--- src/source/cpu_pkg.sv ---
`default_nettype none

package cpu_pkg;

    localparam int WORD_W    = 16;
    localparam int REG_SEL_W = 3;

    // Instruction class, bits 15:13
    typedef enum logic [2:0] {
        OPC_LDR  = 3'b011,
        OPC_STR  = 3'b100,
        OPC_ALU  = 3'b101,
        OPC_MOV  = 3'b110,
        OPC_HALT = 3'b111
    } opcode_e;

    // Bits 12:11
    typedef enum logic [1:0] {
        ALU_ADD = 2'b00,
        ALU_CMP = 2'b01,
        ALU_AND = 2'b10,
        ALU_NOT = 2'b11
    } alu_op_e;

    // MOV reuses the op field to pick its form
    localparam alu_op_e MOV_REG = ALU_ADD;
    localparam alu_op_e MOV_IMM = ALU_AND;

    typedef enum logic [1:0] {
        MEM_READ  = 2'b01,
        MEM_WRITE = 2'b10,
        MEM_NONE  = 2'b11
    } mem_cmd_e;

    typedef enum logic [1:0] {
        NSEL_RN = 2'b00,
        NSEL_RD = 2'b01,
        NSEL_RM = 2'b10
    } nsel_e;

    // Register file write-back source
    typedef enum logic [1:0] {
        VSEL_C     = 2'b00,
        VSEL_IMM8  = 2'b10,
        VSEL_MDATA = 2'b11
    } vsel_e;

endpackage

`default_nettype wire
--- src/source/cpu_top.sv ---
`timescale 1ns/1ns
`default_nettype none

module cpu_top #(
    parameter int MEM_ADDR_W = 8
) (
    input  wire                        clk,
    input  wire                        reset,
    input  wire [cpu_pkg::WORD_W-1:0]  mem_rdata,
    output wire [MEM_ADDR_W-1:0]       mem_addr,
    output wire cpu_pkg::mem_cmd_e     mem_cmd,
    output wire [cpu_pkg::WORD_W-1:0]  mem_wdata,
    output wire [2:0]                  status,
    output wire                        halted
);
    import cpu_pkg::*;

    wire opcode_e              opcode;
    wire alu_op_e              op;
    wire nsel_e                nsel;
    wire vsel_e                vsel;
    wire                       asel;
    wire                       bsel;
    wire                       loada;
    wire                       loadb;
    wire                       loadc;
    wire                       loads;
    wire                       write;
    wire                       load_pc;
    wire                       reset_pc;
    wire                       load_ir;
    wire                       load_addr;
    wire                       addr_sel;
    wire [REG_SEL_W-1:0]       reg_num;
    wire [WORD_W-1:0]          sximm8;
    wire [WORD_W-1:0]          sximm5;
    wire [WORD_W-1:0]          c_out;

    control_fsm fsm_i (
        .clk       (clk),
        .reset     (reset),
        .opcode    (opcode),
        .op        (op),
        .nsel      (nsel),
        .vsel      (vsel),
        .asel      (asel),
        .bsel      (bsel),
        .loada     (loada),
        .loadb     (loadb),
        .loadc     (loadc),
        .loads     (loads),
        .write     (write),
        .load_pc   (load_pc),
        .reset_pc  (reset_pc),
        .load_ir   (load_ir),
        .load_addr (load_addr),
        .addr_sel  (addr_sel),
        .mem_cmd   (mem_cmd),
        .halted    (halted)
    );

    instr_decoder dec_i (
        .clk       (clk),
        .load_ir   (load_ir),
        .mem_rdata (mem_rdata),
        .nsel      (nsel),
        .opcode    (opcode),
        .op        (op),
        .reg_num   (reg_num),
        .sximm8    (sximm8),
        .sximm5    (sximm5)
    );

    datapath dp_i (
        .clk       (clk),
        .reset     (reset),
        .reg_num   (reg_num),
        .write     (write),
        .vsel      (vsel),
        .asel      (asel),
        .bsel      (bsel),
        .loada     (loada),
        .loadb     (loadb),
        .loadc     (loadc),
        .loads     (loads),
        .op        (op),
        .sximm8    (sximm8),
        .sximm5    (sximm5),
        .mem_rdata (mem_rdata),
        .c_out     (c_out),
        .b_out     (mem_wdata),   // Store data is Rd held in B
        .status    (status)
    );

    address_unit #(
        .MEM_ADDR_W (MEM_ADDR_W)
    ) addr_i (
        .clk       (clk),
        .reset_pc  (reset_pc),
        .load_pc   (load_pc),
        .load_addr (load_addr),
        .addr_sel  (addr_sel),
        .c_in      (c_out),
        .mem_addr  (mem_addr)
    );

endmodule

`default_nettype wire

--- src/source/address_unit.sv ---
`timescale 1ns/1ns
`default_nettype none

module address_unit #(
    parameter int MEM_ADDR_W = 8
) (
    input  wire                        clk,
    input  wire                        reset_pc,
    input  wire                        load_pc,
    input  wire                        load_addr,
    input  wire                        addr_sel,
    input  wire [cpu_pkg::WORD_W-1:0]  c_in,
    output logic [MEM_ADDR_W-1:0]      mem_addr
);

    logic [MEM_ADDR_W-1:0] pc;
    logic [MEM_ADDR_W-1:0] data_addr;

    always_ff @(posedge clk)
    begin
        if (reset_pc)
            pc <= '0;
        else if (load_pc)
            pc <= pc + 1'b1;
    end

    // Low bits of the computed Rn + offset
    always_ff @(posedge clk)
    begin
        if (load_addr)
            data_addr <= c_in[MEM_ADDR_W-1:0];
    end

    assign mem_addr = addr_sel ? pc : data_addr;

endmodule

`default_nettype wire

--- src/source/datapath.sv ---
`timescale 1ns/1ns
`default_nettype none

module datapath (
    input  wire                            clk,
    input  wire                            reset,
    input  wire [cpu_pkg::REG_SEL_W-1:0]   reg_num,
    input  wire                            write,
    input  wire cpu_pkg::vsel_e            vsel,
    input  wire                            asel,
    input  wire                            bsel,
    input  wire                            loada,
    input  wire                            loadb,
    input  wire                            loadc,
    input  wire                            loads,
    input  wire cpu_pkg::alu_op_e          op,
    input  wire [cpu_pkg::WORD_W-1:0]      sximm8,
    input  wire [cpu_pkg::WORD_W-1:0]      sximm5,
    input  wire [cpu_pkg::WORD_W-1:0]      mem_rdata,
    output logic [cpu_pkg::WORD_W-1:0]     c_out,
    output logic [cpu_pkg::WORD_W-1:0]     b_out,
    output logic [2:0]                     status
);
    import cpu_pkg::*;

    logic [WORD_W-1:0] wb_data;
    logic [WORD_W-1:0] rf_out;
    logic [WORD_W-1:0] a_reg;
    logic [WORD_W-1:0] ain;
    logic [WORD_W-1:0] bin;
    logic [WORD_W-1:0] diff;
    logic [WORD_W-1:0] alu_out;
    logic              zero;
    logic              neg;
    logic              ovf;

    always_comb
    begin
        case (vsel)
            VSEL_IMM8:  wb_data = sximm8;
            VSEL_MDATA: wb_data = mem_rdata;
            default:    wb_data = c_out;
        endcase
    end

    register_file rf_i (
        .clk      (clk),
        .write    (write),
        .reg_num  (reg_num),
        .data_in  (wb_data),
        .data_out (rf_out)
    );

    always_ff @(posedge clk)
    begin
        if (loada)
            a_reg <= rf_out;
        if (loadb)
            b_out <= rf_out;
        if (loadc)
            c_out <= alu_out;
    end

    assign ain  = asel ? '0 : a_reg;
    assign bin  = bsel ? sximm5 : b_out;
    assign diff = ain - bin;

    always_comb
    begin
        case (op)
            ALU_ADD: alu_out = ain + bin;
            ALU_CMP: alu_out = diff;
            ALU_AND: alu_out = ain & bin;
            default: alu_out = ~bin;   // MVN
        endcase
    end

    // Flags always come from A - B
    assign zero = (diff == '0);
    assign neg  = diff[WORD_W-1];
    assign ovf  = (ain[WORD_W-1] != bin[WORD_W-1]) && (diff[WORD_W-1] != ain[WORD_W-1]);

    always_ff @(posedge clk)
    begin
        if (reset)
            status <= '0;
        else if (loads)
            status <= {zero, neg, ovf};   // Z in bit 2, V in bit 0
    end

endmodule

`default_nettype wire

--- src/source/instr_decoder.sv ---
`timescale 1ns/1ns
`default_nettype none

module instr_decoder (
    input  wire                            clk,
    input  wire                            load_ir,
    input  wire [cpu_pkg::WORD_W-1:0]      mem_rdata,
    input  wire cpu_pkg::nsel_e            nsel,
    output cpu_pkg::opcode_e               opcode,
    output cpu_pkg::alu_op_e               op,
    output logic [cpu_pkg::REG_SEL_W-1:0]  reg_num,
    output logic [cpu_pkg::WORD_W-1:0]     sximm8,
    output logic [cpu_pkg::WORD_W-1:0]     sximm5
);
    import cpu_pkg::*;

    logic [WORD_W-1:0]    ir;
    logic [REG_SEL_W-1:0] rn;
    logic [REG_SEL_W-1:0] rd;
    logic [REG_SEL_W-1:0] rm;

    always_ff @(posedge clk)
    begin
        if (load_ir)
            ir <= mem_rdata;
    end

    assign opcode = opcode_e'(ir[WORD_W-1 -: 3]);
    assign op     = alu_op_e'(ir[WORD_W-4 -: 2]);

    assign rn = ir[10:8];
    assign rd = ir[7:5];
    assign rm = ir[2:0];   // Shift field 4:3 not supported

    assign sximm8 = {{(WORD_W-8){ir[7]}}, ir[7:0]};
    assign sximm5 = {{(WORD_W-5){ir[4]}}, ir[4:0]};

    always_comb
    begin
        case (nsel)
            NSEL_RD: reg_num = rd;
            NSEL_RM: reg_num = rm;
            default: reg_num = rn;
        endcase
    end

endmodule

`default_nettype wire

--- src/source/control_fsm.sv ---
`timescale 1ns/1ns
`default_nettype none

module control_fsm (
    input  wire                clk,
    input  wire                reset,
    input  wire cpu_pkg::opcode_e opcode,
    input  wire cpu_pkg::alu_op_e op,
    output cpu_pkg::nsel_e     nsel,
    output cpu_pkg::vsel_e     vsel,
    output logic               asel,
    output logic               bsel,
    output logic               loada,
    output logic               loadb,
    output logic               loadc,
    output logic               loads,
    output logic               write,
    output logic               load_pc,
    output logic               reset_pc,
    output logic               load_ir,
    output logic               load_addr,
    output logic               addr_sel,
    output cpu_pkg::mem_cmd_e  mem_cmd,
    output logic               halted
);
    import cpu_pkg::*;

    typedef enum logic [4:0] {
        S_RST,
        S_IF1,
        S_IF2,
        S_UPDATE_PC,
        S_DECODE,
        S_WRITE_IMM,
        S_GET_A,
        S_GET_B,
        S_EXEC,
        S_WRITE_REG,
        S_MEM_GET_A,
        S_MEM_ADD,
        S_MEM_ADDR,
        S_LDR_READ,
        S_LDR_WRITE,
        S_STR_GET_B,
        S_STR_PASS,
        S_STR_WRITE,
        S_HALT
    } state_e;

    state_e state;
    state_e next_state;

    always_ff @(posedge clk)
    begin
        if (reset)
            state <= S_RST;
        else
            state <= next_state;
    end

    always_comb
    begin
        next_state = S_IF1;   // Unknown encodings fall back to fetch
        case (state)
            S_RST:       next_state = S_IF1;
            S_IF1:       next_state = S_IF2;
            S_IF2:       next_state = S_UPDATE_PC;
            S_UPDATE_PC: next_state = S_DECODE;
            S_DECODE:
            begin
                case (opcode)
                    OPC_MOV:
                    begin
                        if (op == MOV_IMM)
                            next_state = S_WRITE_IMM;
                        else if (op == MOV_REG)
                            next_state = S_GET_B;
                    end
                    OPC_ALU:  next_state = (op == ALU_NOT) ? S_GET_B : S_GET_A;
                    OPC_LDR:  next_state = S_MEM_GET_A;
                    OPC_STR:  next_state = S_MEM_GET_A;
                    OPC_HALT: next_state = S_HALT;
                    default:  next_state = S_IF1;
                endcase
            end
            S_GET_A:     next_state = S_GET_B;
            S_GET_B:     next_state = S_EXEC;
            S_EXEC:
            begin
                // CMP only updates flags
                if (opcode == OPC_ALU && op == ALU_CMP)
                    next_state = S_IF1;
                else
                    next_state = S_WRITE_REG;
            end
            S_MEM_GET_A: next_state = S_MEM_ADD;
            S_MEM_ADD:   next_state = S_MEM_ADDR;
            S_MEM_ADDR:  next_state = (opcode == OPC_STR) ? S_STR_GET_B : S_LDR_READ;
            S_LDR_READ:  next_state = S_LDR_WRITE;
            S_STR_GET_B: next_state = S_STR_PASS;
            S_STR_PASS:  next_state = S_STR_WRITE;
            S_HALT:      next_state = S_HALT;
            default:     next_state = S_IF1;
        endcase
    end

    always_comb
    begin
        nsel      = NSEL_RN;
        vsel      = VSEL_C;
        asel      = 1'b0;
        bsel      = 1'b0;
        loada     = 1'b0;
        loadb     = 1'b0;
        loadc     = 1'b0;
        loads     = 1'b0;
        write     = 1'b0;
        load_pc   = 1'b0;
        reset_pc  = 1'b0;
        load_ir   = 1'b0;
        load_addr = 1'b0;
        addr_sel  = 1'b0;
        mem_cmd   = MEM_NONE;
        halted    = 1'b0;
        case (state)
            S_RST:
                reset_pc = 1'b1;
            S_IF1:
            begin
                addr_sel = 1'b1;
                mem_cmd  = MEM_READ;
            end
            S_IF2:
            begin
                addr_sel = 1'b1;
                mem_cmd  = MEM_READ;
                load_ir  = 1'b1;   // Read data settled by now
            end
            S_UPDATE_PC:
                load_pc = 1'b1;
            S_WRITE_IMM:
            begin
                vsel  = VSEL_IMM8;
                write = 1'b1;
            end
            S_GET_A:
                loada = 1'b1;
            S_GET_B:
            begin
                nsel  = NSEL_RM;
                loadb = 1'b1;
            end
            S_EXEC:
            begin
                asel  = (opcode == OPC_MOV);   // MOV is 0 + Rm
                loadc = 1'b1;
                loads = (opcode == OPC_ALU && op == ALU_CMP);
            end
            S_WRITE_REG:
            begin
                nsel  = NSEL_RD;
                write = 1'b1;
            end
            S_MEM_GET_A:
                loada = 1'b1;
            S_MEM_ADD:
            begin
                bsel  = 1'b1;   // Rn + sximm5
                loadc = 1'b1;
            end
            S_MEM_ADDR:
                load_addr = 1'b1;
            S_LDR_READ:
                mem_cmd = MEM_READ;
            S_LDR_WRITE:
            begin
                mem_cmd = MEM_READ;
                nsel    = NSEL_RD;
                vsel    = VSEL_MDATA;
                write   = 1'b1;
            end
            S_STR_GET_B:
            begin
                nsel  = NSEL_RD;
                loadb = 1'b1;
            end
            S_STR_PASS:
            begin
                asel    = 1'b1;
                loadc   = 1'b1;
                mem_cmd = MEM_WRITE;
            end
            S_STR_WRITE:
                mem_cmd = MEM_WRITE;
            S_HALT:
                halted = 1'b1;
            default:
                halted = 1'b0;
        endcase
    end

endmodule

`default_nettype wire

--- src/source/register_file.sv ---
`timescale 1ns/1ns
`default_nettype none

module register_file (
    input  wire                            clk,
    input  wire                            write,
    input  wire [cpu_pkg::REG_SEL_W-1:0]   reg_num,
    input  wire [cpu_pkg::WORD_W-1:0]      data_in,
    output logic [cpu_pkg::WORD_W-1:0]     data_out
);
    import cpu_pkg::*;

    logic [WORD_W-1:0] regs [2**REG_SEL_W];

    always_ff @(posedge clk)
    begin
        if (write)
            regs[reg_num] <= data_in;
    end

    // Same number serves read and write
    assign data_out = regs[reg_num];

endmodule

`default_nettype wire

--- config.mk ---
export PLATFORM = sky130hd
export DESIGN_NAME = cpu_top
export DESIGN_NICKNAME = d
export VERILOG_FILES = /design/src/source/cpu_pkg.sv /design/src/source/cpu_top.sv /design/src/source/address_unit.sv /design/src/source/datapath.sv /design/src/source/instr_decoder.sv /design/src/source/control_fsm.sv /design/src/source/register_file.sv
export SDC_FILE = /design/constraint.sdc
export NUM_CORES = 1
export LEC_CHECK = 0
export BUFFER_PORTS_ARGS = -buffer_cell sky130_fd_sc_hd__buf_2
export CAP_MARGIN = 25
export CORE_ASPECT_RATIO = 0.75
export CORE_UTILIZATION = 35
export CTS_CLUSTER_SIZE = 14
export DETAILED_ROUTE_END_ITERATION = 8
export GPL_TIMING_DRIVEN = 1
export PLACE_DENSITY = 0.54
export SLEW_MARGIN = 0
export SYNTH_ARGS = -nofsm -noshare
export SYNTH_HDL_FRONTEND = slang
export SYNTH_SLANG_ARGS = --single-unit
export TNS_END_PERCENT = 50
--- constraint.sdc ---
create_clock -name clk -period 7.18 [get_ports clk]
set_clock_uncertainty 0.15 [all_clocks]
set_input_delay 1.077 -clock clk [delete_from_list [all_inputs] [get_ports clk]]
set_output_delay 1.077 -clock clk [all_outputs]
set_load 0.05 [all_outputs]
; Yosys cells after proc, flatten, opt, wreduce, memory -nomap -nowiden
; Memory sizes are Yosys's and may differ from the RTL's.
; Index checks and enable logic that the tools add are counted.
[totals]
regBits = 88
ram_bits = 128
inputBits = 18
memories = 1
[memory_table]
columns = name, words, word_bits, read_ports, rd_clocked_by_memory_dff, wr, line
row1 = dp_i.rf_i.regs, 8, 16, 1, 0, 1, register_file.sv:13  ; logic [WORD_W-1:0] regs [2**REG_SEL_W];
[op_classes]
add_sub_neg = 3
eq_ne = 32
mux = 31
n_bitwise = 2
n_reduce_logical = 14
[ops]
columns = operator, n
row1 = $pmux W5 S14, 1
row2 = $pmux W16 S3, 1
row3 = $eq A5 B4 Y1 const B, 8
row4 = $mux W16, 2
row5 = $pmux W16 S2, 1
row6 = $eq A5 B3 Y1 const B, 4
row7 = $pmux W5 S4, 1
row8 = $add A16 B16 Y16, 1
row9 = $and A16 B16 Y16, 1
row10 = $logic_not A16 Y1, 1
row11 = $not A16 Y16, 1
row12 = $sub A16 B16 Y16, 1
row13 = $eq A5 B5 Y1 const B, 3
row14 = $mux W1, 15
row15 = $eq A3 B3 Y1 const B, 4
row16 = $pmux W2 S2, 3
row17 = $eq A2 B2 Y1 const B, 5
row18 = $eq A5 B2 Y1 const B, 2
row19 = $reduce_or A2 Y1, 5
row20 = $reduce_or A3 Y1, 3
row21 = $add A8 B1 Y8 const B, 1
row22 = $mux W8, 1
row23 = $pmux W3 S2, 1
row24 = $eq A5 B1 Y1 const B, 1
row25 = 12 further kinds, 15

; Longest topological paths before layout
; Gate-level depths: netlist of run 1.
[depth]
depth_word = 6
mapped_depth = 19
ltp_nobuf = 16

; Hierarchy
; A second synthesis of run 1 with hierarchy kept.
[hier_totals]
hier_cells = 896
hier_area_um2 = 11403.4
[by_module_without_submodules]
columns = mod, n_inst, cells_each, area_each_um2, seq_area_each_um2
row1 = register_file, 1, 222, 4972.3, 3843.7
row2 = datapath, 1, 448, 4209.0, 1501.4
row3 = instr_decoder, 1, 66, 839.6, 480.5
row4 = control_fsm, 1, 106, 711.9, 100.1
row5 = address_unit, 1, 54, 670.6, 400.4

; Least setup slack after synthesis of run 1
; Ideal clock, no wire load.
[synth_path]
kind = register to register
start = reg fsm_i.state[4]
end = reg dp_i.c_out[15] (netlist name), data pin
setup_ns = 0.261
t_arrival_ns = 3.754
slack_ns = 3.015
stages_incl_launch_ff = 17
n_path_buf = 2
period_less_slack_ns = 4.165
path_cell_list = dfxtp_1 buf_6 inv_1 or3_1 a211oi_4 clkbuf_1 nor2b_1 ha_1 nor2_1 o31ai_1 a311oi_1 o31a_1 o221ai_1 o221ai_1 xnor2_1 o22ai_1 nand3b_1
[synth_between]
elab_chain_len = 5
word_cells_on_any_way = 12
classes_between = add/sub (2) / eq/ne (3) / mux (5) / bitwise (2)
[synth_rtl]
columns = item, line
row1 = start: declaration, control_fsm.sv:50  ; state_e state;
row2 = start signal: assignment, control_fsm.sv:58  ; state <= next_state;
row3 = $eq A5 B5 Y1 or $eq A5 B4 Y1 (tied branches), control_fsm.sv:125  ; case (state)
row4 = $pmux W1 S2 or $mux W1 (tied branches), control_fsm.sv:125
row5 = "$mux W16, on equally long branches", "datapath.sv:64, datapath.sv:65"
row6 = "$sub A16 B16 Y16, or another cell as far along", datapath.sv:66  ; assign diff = ain - bin;
row7 = $pmux W16 S3 *, datapath.sv:70  ; case (op)
row8 = via dp_i.alu_out[15], datapath.sv:32  ; logic [WORD_W-1:0] alu_out;
row9 = end signal: assignment, datapath.sv:61  ; c_out <= alu_out;
row10 = end: declaration, datapath.sv:20  ; output logic [cpu_pkg::WORD_W-1:0] c_out,
; The timed path passes the listed nets; every way through them passes the cells marked *.
; A chain may end at the register's enable or synchronous reset.

; Worst setup path in the final report of run 1
[layout_path]
start = reg fsm_i.state[0]
end = reg dp_i.c_out[12] (netlist name), data pin
; The elaborated chain is that of the path after synthesis.

==> impl_metrics.toml, run 1 <==
[power]
clkPwrFrac_pct = 41.9
combPwrFrac_pct = 6.7
peakVddDrop_uv = 133.4
p_seq_share_pct = 51.4
p_sw_uw = 626.1
p_leak_nw = 4.241
switching_share_pct = 22.99
power.internal_mw = 2.098
p_per_area_nw_per_um2 = 225.9
power.total_mw = 2.724

[synthesis]
ys_types = 64
synthTopCellsByCount = "edfxtp_1, nor2_1, nand2_1"
ys_seq_area_share_pct = 60.39
ys.flop_type = "edfxtp_1"
syn_inst = 848
syn_area_per_cell_um2 = 12.35
synth_top_area_share_pct = 57.33
async_flop_share_pct = 0
synth_edf_count = 200
ys_seq_elements = 216
synth_warnings = 0
postSynthNetCount = 902
netlist_top_cells_area = "edfxtp_1, ha_1, a22oi_1"
synth.most_common_cell = "edfxtp_1"
synth_top_area_cell = "edfxtp_1"
syn_area_um2 = 10480

[final_layout]
antenna_cells = 0
largest_reg_flops = 128
layout-area-overhead-vs-synth_pct = 15.12
regArea_um2 = 6326
multi_input_area_um2 = 3872
n_fill_cell = 2727
top_register = "dp_i.rf_i.regs"
layout-drive-gt1-share_pct = 16.21
final_area_um2 = 12060
finalNetCount = 958
final_cells = 1311

[timing]
setup_viol = 0
period_minus_slack_ns = 5.589
rsz0062_at_grt = "false"
tightest_slew_ns = 1.025
fin_hold_ws_ns = 0.3091
max_freq_mhz = 178.9
fin_crit_sh_pct = 77.84
finalSetupTns_ns = 0
final-hold-violation-count = 0
drv_slew = 0
max-slew-margin-rel_pct = 31.44

[route]
ant_nets = 0
drt_iter0_drc = 783
vias = 7276
drt_wl_total_mm = 29.25
wl_per_cell_um = 22.31
drc_errors = 0
vias_per_cell = 5.550
dr.pass1.iters = 6

[grt]
grt_usage_pct = 18.85
grt-ovfl-total = 0
grt_max_degree = 28
first_global_vias = 6711
grt_pass1_wl_mm = 43.56
antenna_found_initial = 0

[critical_path]
r2r-start = "fsm_i.state[0]"
cp-end-kind = "flop"
r2r-end = "dp_i.c_out[12]"
cp.required_ns = 7.30
arrival_ns = 5.71
reg2reg_depth = 15
critPathLaunchType = "flop"
reg2reg_slack_ns = 1.59
path_max_fanout = 22
critical_path_class = "reg -> reg"

[clocking]
clk_pin_slew_ns = 0.06
clock_path_buffers = 3
postCtsHoldBufs = 0
cts_root_buf = "clkbuf_16"
postCtsSetupBuffers = 0
h-tree-depth = 1
cts.sinks = 216
cts_buffers = 23
clk_latency_ns = 0.52
cts_tree = "built"
cts_resized = 0

[placed_design]
dp.cells = 1266
dpl_cell_area_um2 = 11290
portBuffers = 47
dp_hpwl_mm = 20.76
gp_congestion = 0.9221

[floorplan]
core_area_um2 = 29260
die_h_um = 151.8
die-area_um2 = 30630
die_w_um = 201.8
io_pins = 48
num_rows = 54
initial_utilization_pct = 35.81

[run_status]
run_status = "complete, no violations"

[flow_run]
max-cap-violations = 0

[worst_hold_path]
hold_path_class = "reg -> reg"
whs_path_depth = 0
hold_path_end = "addr_i.data_addr[5]"
holdCritStartpoint = "dp_i.c_out[5]"
==> power by group through the flow <==
stage	logic [mW]	clock network, mW	registers (mW)
2_1_floorplan	0.123	0	1.42
3_5_place_dp	0.181	0	1.43
3_3_place_gp	0.181	0	1.43
5_1_grt	0.197	1.21	1.40
4_1_cts	0.181	1.17	1.40
6_report	0.183	1.14	1.40
==> worst max path at each step <==
stage / start / endpoint / slack [ns]
after floorplan: fsm_i.state[4] / dp_i.c_out[15] / 3.02
after global placement: fsm_i.state[0] / dp_i.c_out[12] / 1.89
after detailed placement: fsm_i.state[0] / dp_i.c_out[15] / 1.68
after CTS: fsm_i.state[0] / dp_i.c_out[12] / 1.68
after global routing: fsm_i.state[0] / dp_i.c_out[15] / 1.20
final: fsm_i.state[0] / dp_i.c_out[12] / 1.59
==> cell usage in the layout (no fill, tap or decap), types with 12 or more instances in the layout <==
master	Yosys	routed
buf_2	2	48
nor3_1	21	14
buf_4	0	25
a221o_1	12	12
ha_1	34	34
nor2_1	70	70
a21oi_1	48	47
xnor2_1	23	23
nand4_1	14	14
a22oi_1	53	53
inv_1	37	37
dfxtp_1	16	16
nor2b_1	21	21
o21ai_0	23	23
edfxtp_1	200	200
nand2_1	68	68
clkbuf_16	0	23
==> kinds of logic (layout without fill, tap and decap cells) <==
family / Yosys count / after routing / synth area share, %
and+or+nand+nor: 243 / 243 / 11.10
adders and majority gates: 36 / 36 / 4.443
buffers and inverters: 83 / 154 / 3.070
muxes: 31 / 31 / 4.288
DFF: 216 / 216 / 60.39
xor gates and xnor gates: 34 / 34 / 2.843
AOI/OAI and AO/OA: 205 / 205 / 13.87
==> per-stage QoR <==
stage	utilization [%]	worst slack, ns
after floorplan	-	3.015
after detailed placement	38.59	1.680
after CTS	41.02	1.677
after global routing	41.22	1.197
after global placement	38.38	1.894
final	41.22	1.591
==> layout make-up <==
type / count / share of cell area (%)
Clock buffer: 31 / 5.271
Clock inverter: 9 / 0.6122
Inverter: 37 / 1.152
Multi-Input combinational cell: 549 / 32.11
Sequential cell: 216 / 52.46
Tap cell: 392 / 4.067
Timing Repair Buffer: 77 / 4.327
==> metal layers <==
metal | up-vias | share of wire, % | global-route usage [%]
met1 | 3586 | 48 | 29.96
met5 | - | 0 | 0
met4 | 0 | 1.8 | 3.247
met2 | 319 | 42 | 26.78
li1 | 3334 | - | -
met3 | 37 | 8.1 | 3.325
==> critical path, cell delays in order (launching register included) <==
cell and delay [ns]:
dfxtp_1 0.86, nand2b_1 0.20, or3_1 0.72, nor2_1 0.91, a21oi_1 0.18, inv_1 0.11, ha_1 0.28, inv_1 0.17
o21bai_1 0.10, a22o_1 0.21, o41ai_1 0.66, a21oi_1 0.15, o21bai_1 0.18, xnor2_1 0.17, o221a_2 0.21, o21ai_0 0.07
Note: power is estimated with default switching activity, not from simulation.
==> run 2: changes to the inputs <==
--- a/config.mk
+++ b/config.mk
@@ -12,7 +12,7 @@
 export CTS_CLUSTER_SIZE = 14
 export DETAILED_ROUTE_END_ITERATION = 8
 export GPL_TIMING_DRIVEN = 1
-export PLACE_DENSITY = 0.54
+export PLACE_DENSITY = 0.56
 export SLEW_MARGIN = 0
 export SYNTH_ARGS = -nofsm -noshare
 export SYNTH_HDL_FRONTEND = slang
==> constraint.sdc (replaced) <==
create_clock -name clk -period 4.75 [get_ports clk]
set_clock_uncertainty 0.15 [all_clocks]
set_input_delay 0.7125 -clock clk [delete_from_list [all_inputs] [get_ports clk]]
set_output_delay 0.7125 -clock clk [all_outputs]
set_load 0.05 [all_outputs]
==> run 2 against run 1 <==
Die area did not move. Largest cell class unchanged. Critical endpoint is now dp_i.c_out[15]. Worst setup slack worse by 1.2 ns. Count of clock-buffer cells in the layout fell by 1. Sequential share of layout area down 0.37 points.
==> impl_metrics.toml, run 2 (synthesis gave the netlist of run 1 again) <==
[run_status]
run_status = "complete, no violations"

[placed_design]
dp_hpwl_mm = 21.63
portBuffers = 47
place_ws_ns = 0.2015
dpl_cell_area_um2 = 11440
gp_congestion = 0.8839

[clocking]
postCtsHoldBufs = 0
cts_buffers = 22
cts_tree = "built"
clk_latency_ns = 0.54
clock_path_buffers = 3
clk_pin_slew_ns = 0.06
cts_root_buf = "clkbuf_16"
h-tree-depth = 1
cts.sinks = 216

[critical_path]
cp.required_ns = 4.88
path_max_fanout = 7
cpPeakStageDelay_ns = 0.48
path_cells = "nand2b_4, or3_1, buf_4, mux2i_4, ha_1, o21ba_2, o31ai_1, a311oi_1, o31a_1, o221ai_1, o221ai_1, xnor2_1, o22ai_1, nand3b_1"
critical_path_class = "reg -> reg"
cpMostUsedCell = "o221ai_1"
cp-end-kind = "flop"
arrival_ns = 4.53
worst-path-buf-inv = 1
critPathTopFamily = "compound AO/OA/AOI/OAI gates"
critPathLaunchType = "flop"
crit_slowest_cell = "or3_1"

[route]
ant_nets = 0
wl_per_cell_um = 22.53
drt_iter0_drc = 712
drc_errors = 0
vias = 7293
dr.pass1.iters = 5
drt_wl_total_mm = 29.94
vias_per_cell = 5.488

[grt]
grt-ovfl-total = 0
grt_usage_pct = 19.86
antenna_found_initial = 0
grt_max_degree = 27
grt_pass1_wl_mm = 45.68
first_global_vias = 6985

[final_layout]
layout-area-overhead-vs-synth_pct = 15.95
largest_reg_flops = 128
antenna_cells = 0
layout_common_cells = "edfxtp_1, nor2_1, nand2_1"
finalNetCount = 978
layout-drive-gt1-share_pct = 17.93
top_register = "dp_i.rf_i.regs"
final_area_um2 = 12150
layout_commonest_cell = "edfxtp_1"

[floorplan]
initial_utilization_pct = 35.81
num_rows = 54
die_h_um = 151.8
core_area_um2 = 29260
die_w_um = 201.8
die-area_um2 = 30630
io_pins = 48

[timing]
tightest_slew_ns = 1.062
max-slew-margin-rel_pct = 28.65
max_freq_mhz = 227.1
fin_ws_ns = 0.3467
finalSetupTns_ns = 0
period_minus_slack_ns = 4.403
fin_crit_sh_pct = 92.70
setup_viol = 0
rsz0062_at_grt = "false"
final-hold-violation-count = 0
drv_slew = 0

[power]
p_leak_nw = 4.298
p_per_area_nw_per_um2 = 332.5
peakVddDrop_uv = 285.8
power.total_mw = 4.038

[worst_hold_path]
hold_path_class = "in -> reg"

[flow_run]
max-cap-violations = 0
-- run 2: cell types whose count changed in the layout (fill, tap and decap cells not counted), moves of 2 or more --
cell	previous run	this run
buf_16	3	0
clkinv_1	3	1
buf_4	25	48
clkbuf_1	5	8
clkinv_2	3	1
clkbuf_8	3	0
clkinvlp_4	0	3
-- run 2: power breakdown --
group	switching [mW]	total, mW	internal (mW)	leakage [nW]
logic	0.197	0.291	0.0942	2.06
registers	0.0122	2.10	2.09	1.93
clock network	0.725	1.64	0.917	0.312
-- run 2: per-layer routing --
layer | track usage [%] | wire length (µm) | part of all wire [%]
met2 | 29.15 | 13050 | 44
met5 | 0 | 0 | 0
met4 | 3.102 | 327 | 1.1
met1 | 30.14 | 14150 | 47
met3 | 4.633 | 2410 | 8.1
-- run 2: cell type report --
class | instances | area (µm²)
multi-input cells | 549 | 3884
repair buffers | 98 | 634.4
well taps | 392 | 490.5
clock inverters | 7 | 91.34
clock buffers | 30 | 580.6
flip-flops and latches | 216 | 6326
inverters | 37 | 138.9
fillers | 2738 | 17110
-- run 2: what timing repair did --
item                       in CTS  in global routing
setup endpoints to repair       0                  2
resized for setup               0                  3
buffers inserted                0                  0
-- run 2: worst reg2reg max path, delay by kind of cell, from the launching register on --
kind / cells / cell delay (ns)
compound gates: 7 / 1.71
buf+inv: 1 / 0.21
xor+xnor: 1 / 0.29
fa+ha+maj: 1 / 0.42
mux: 1 / 0.21
flops: 1 / 0.45
simple gates: 3 / 0.74
-- run 2: path summary, 6_finish.rpt --
path / startpoint / slack, ns / depth (start not counted) / endpoint
hold reg to reg: dp_i.status[0] / 0.34 / 2 / dp_i.status[0]
hold / removal: mem_rdata[7] / 0.25 / 1 / dec_i.ir[7]
setup reg to reg: fsm_i.state[1] / 0.35 / 14 / dp_i.c_out[15]
setup / recovery: fsm_i.state[1] / 0.35 / 14 / dp_i.c_out[15]
-- run 2: stage by stage --
| stage | cells | hold slack [ns] | utilization (%) |
|---|---|---|---|
| floorplan | 848 | 0.2762 | - |
| global placement | 1289 | 0.3217 | 39.07 |
| detailed placement | 1290 | 0.3273 | 39.11 |
| CTS | 1327 | 0.2377 | 41.40 |
| global route | 1329 | 0.2315 | 41.51 |
| finish | 1329 | 0.2481 | 41.51 |
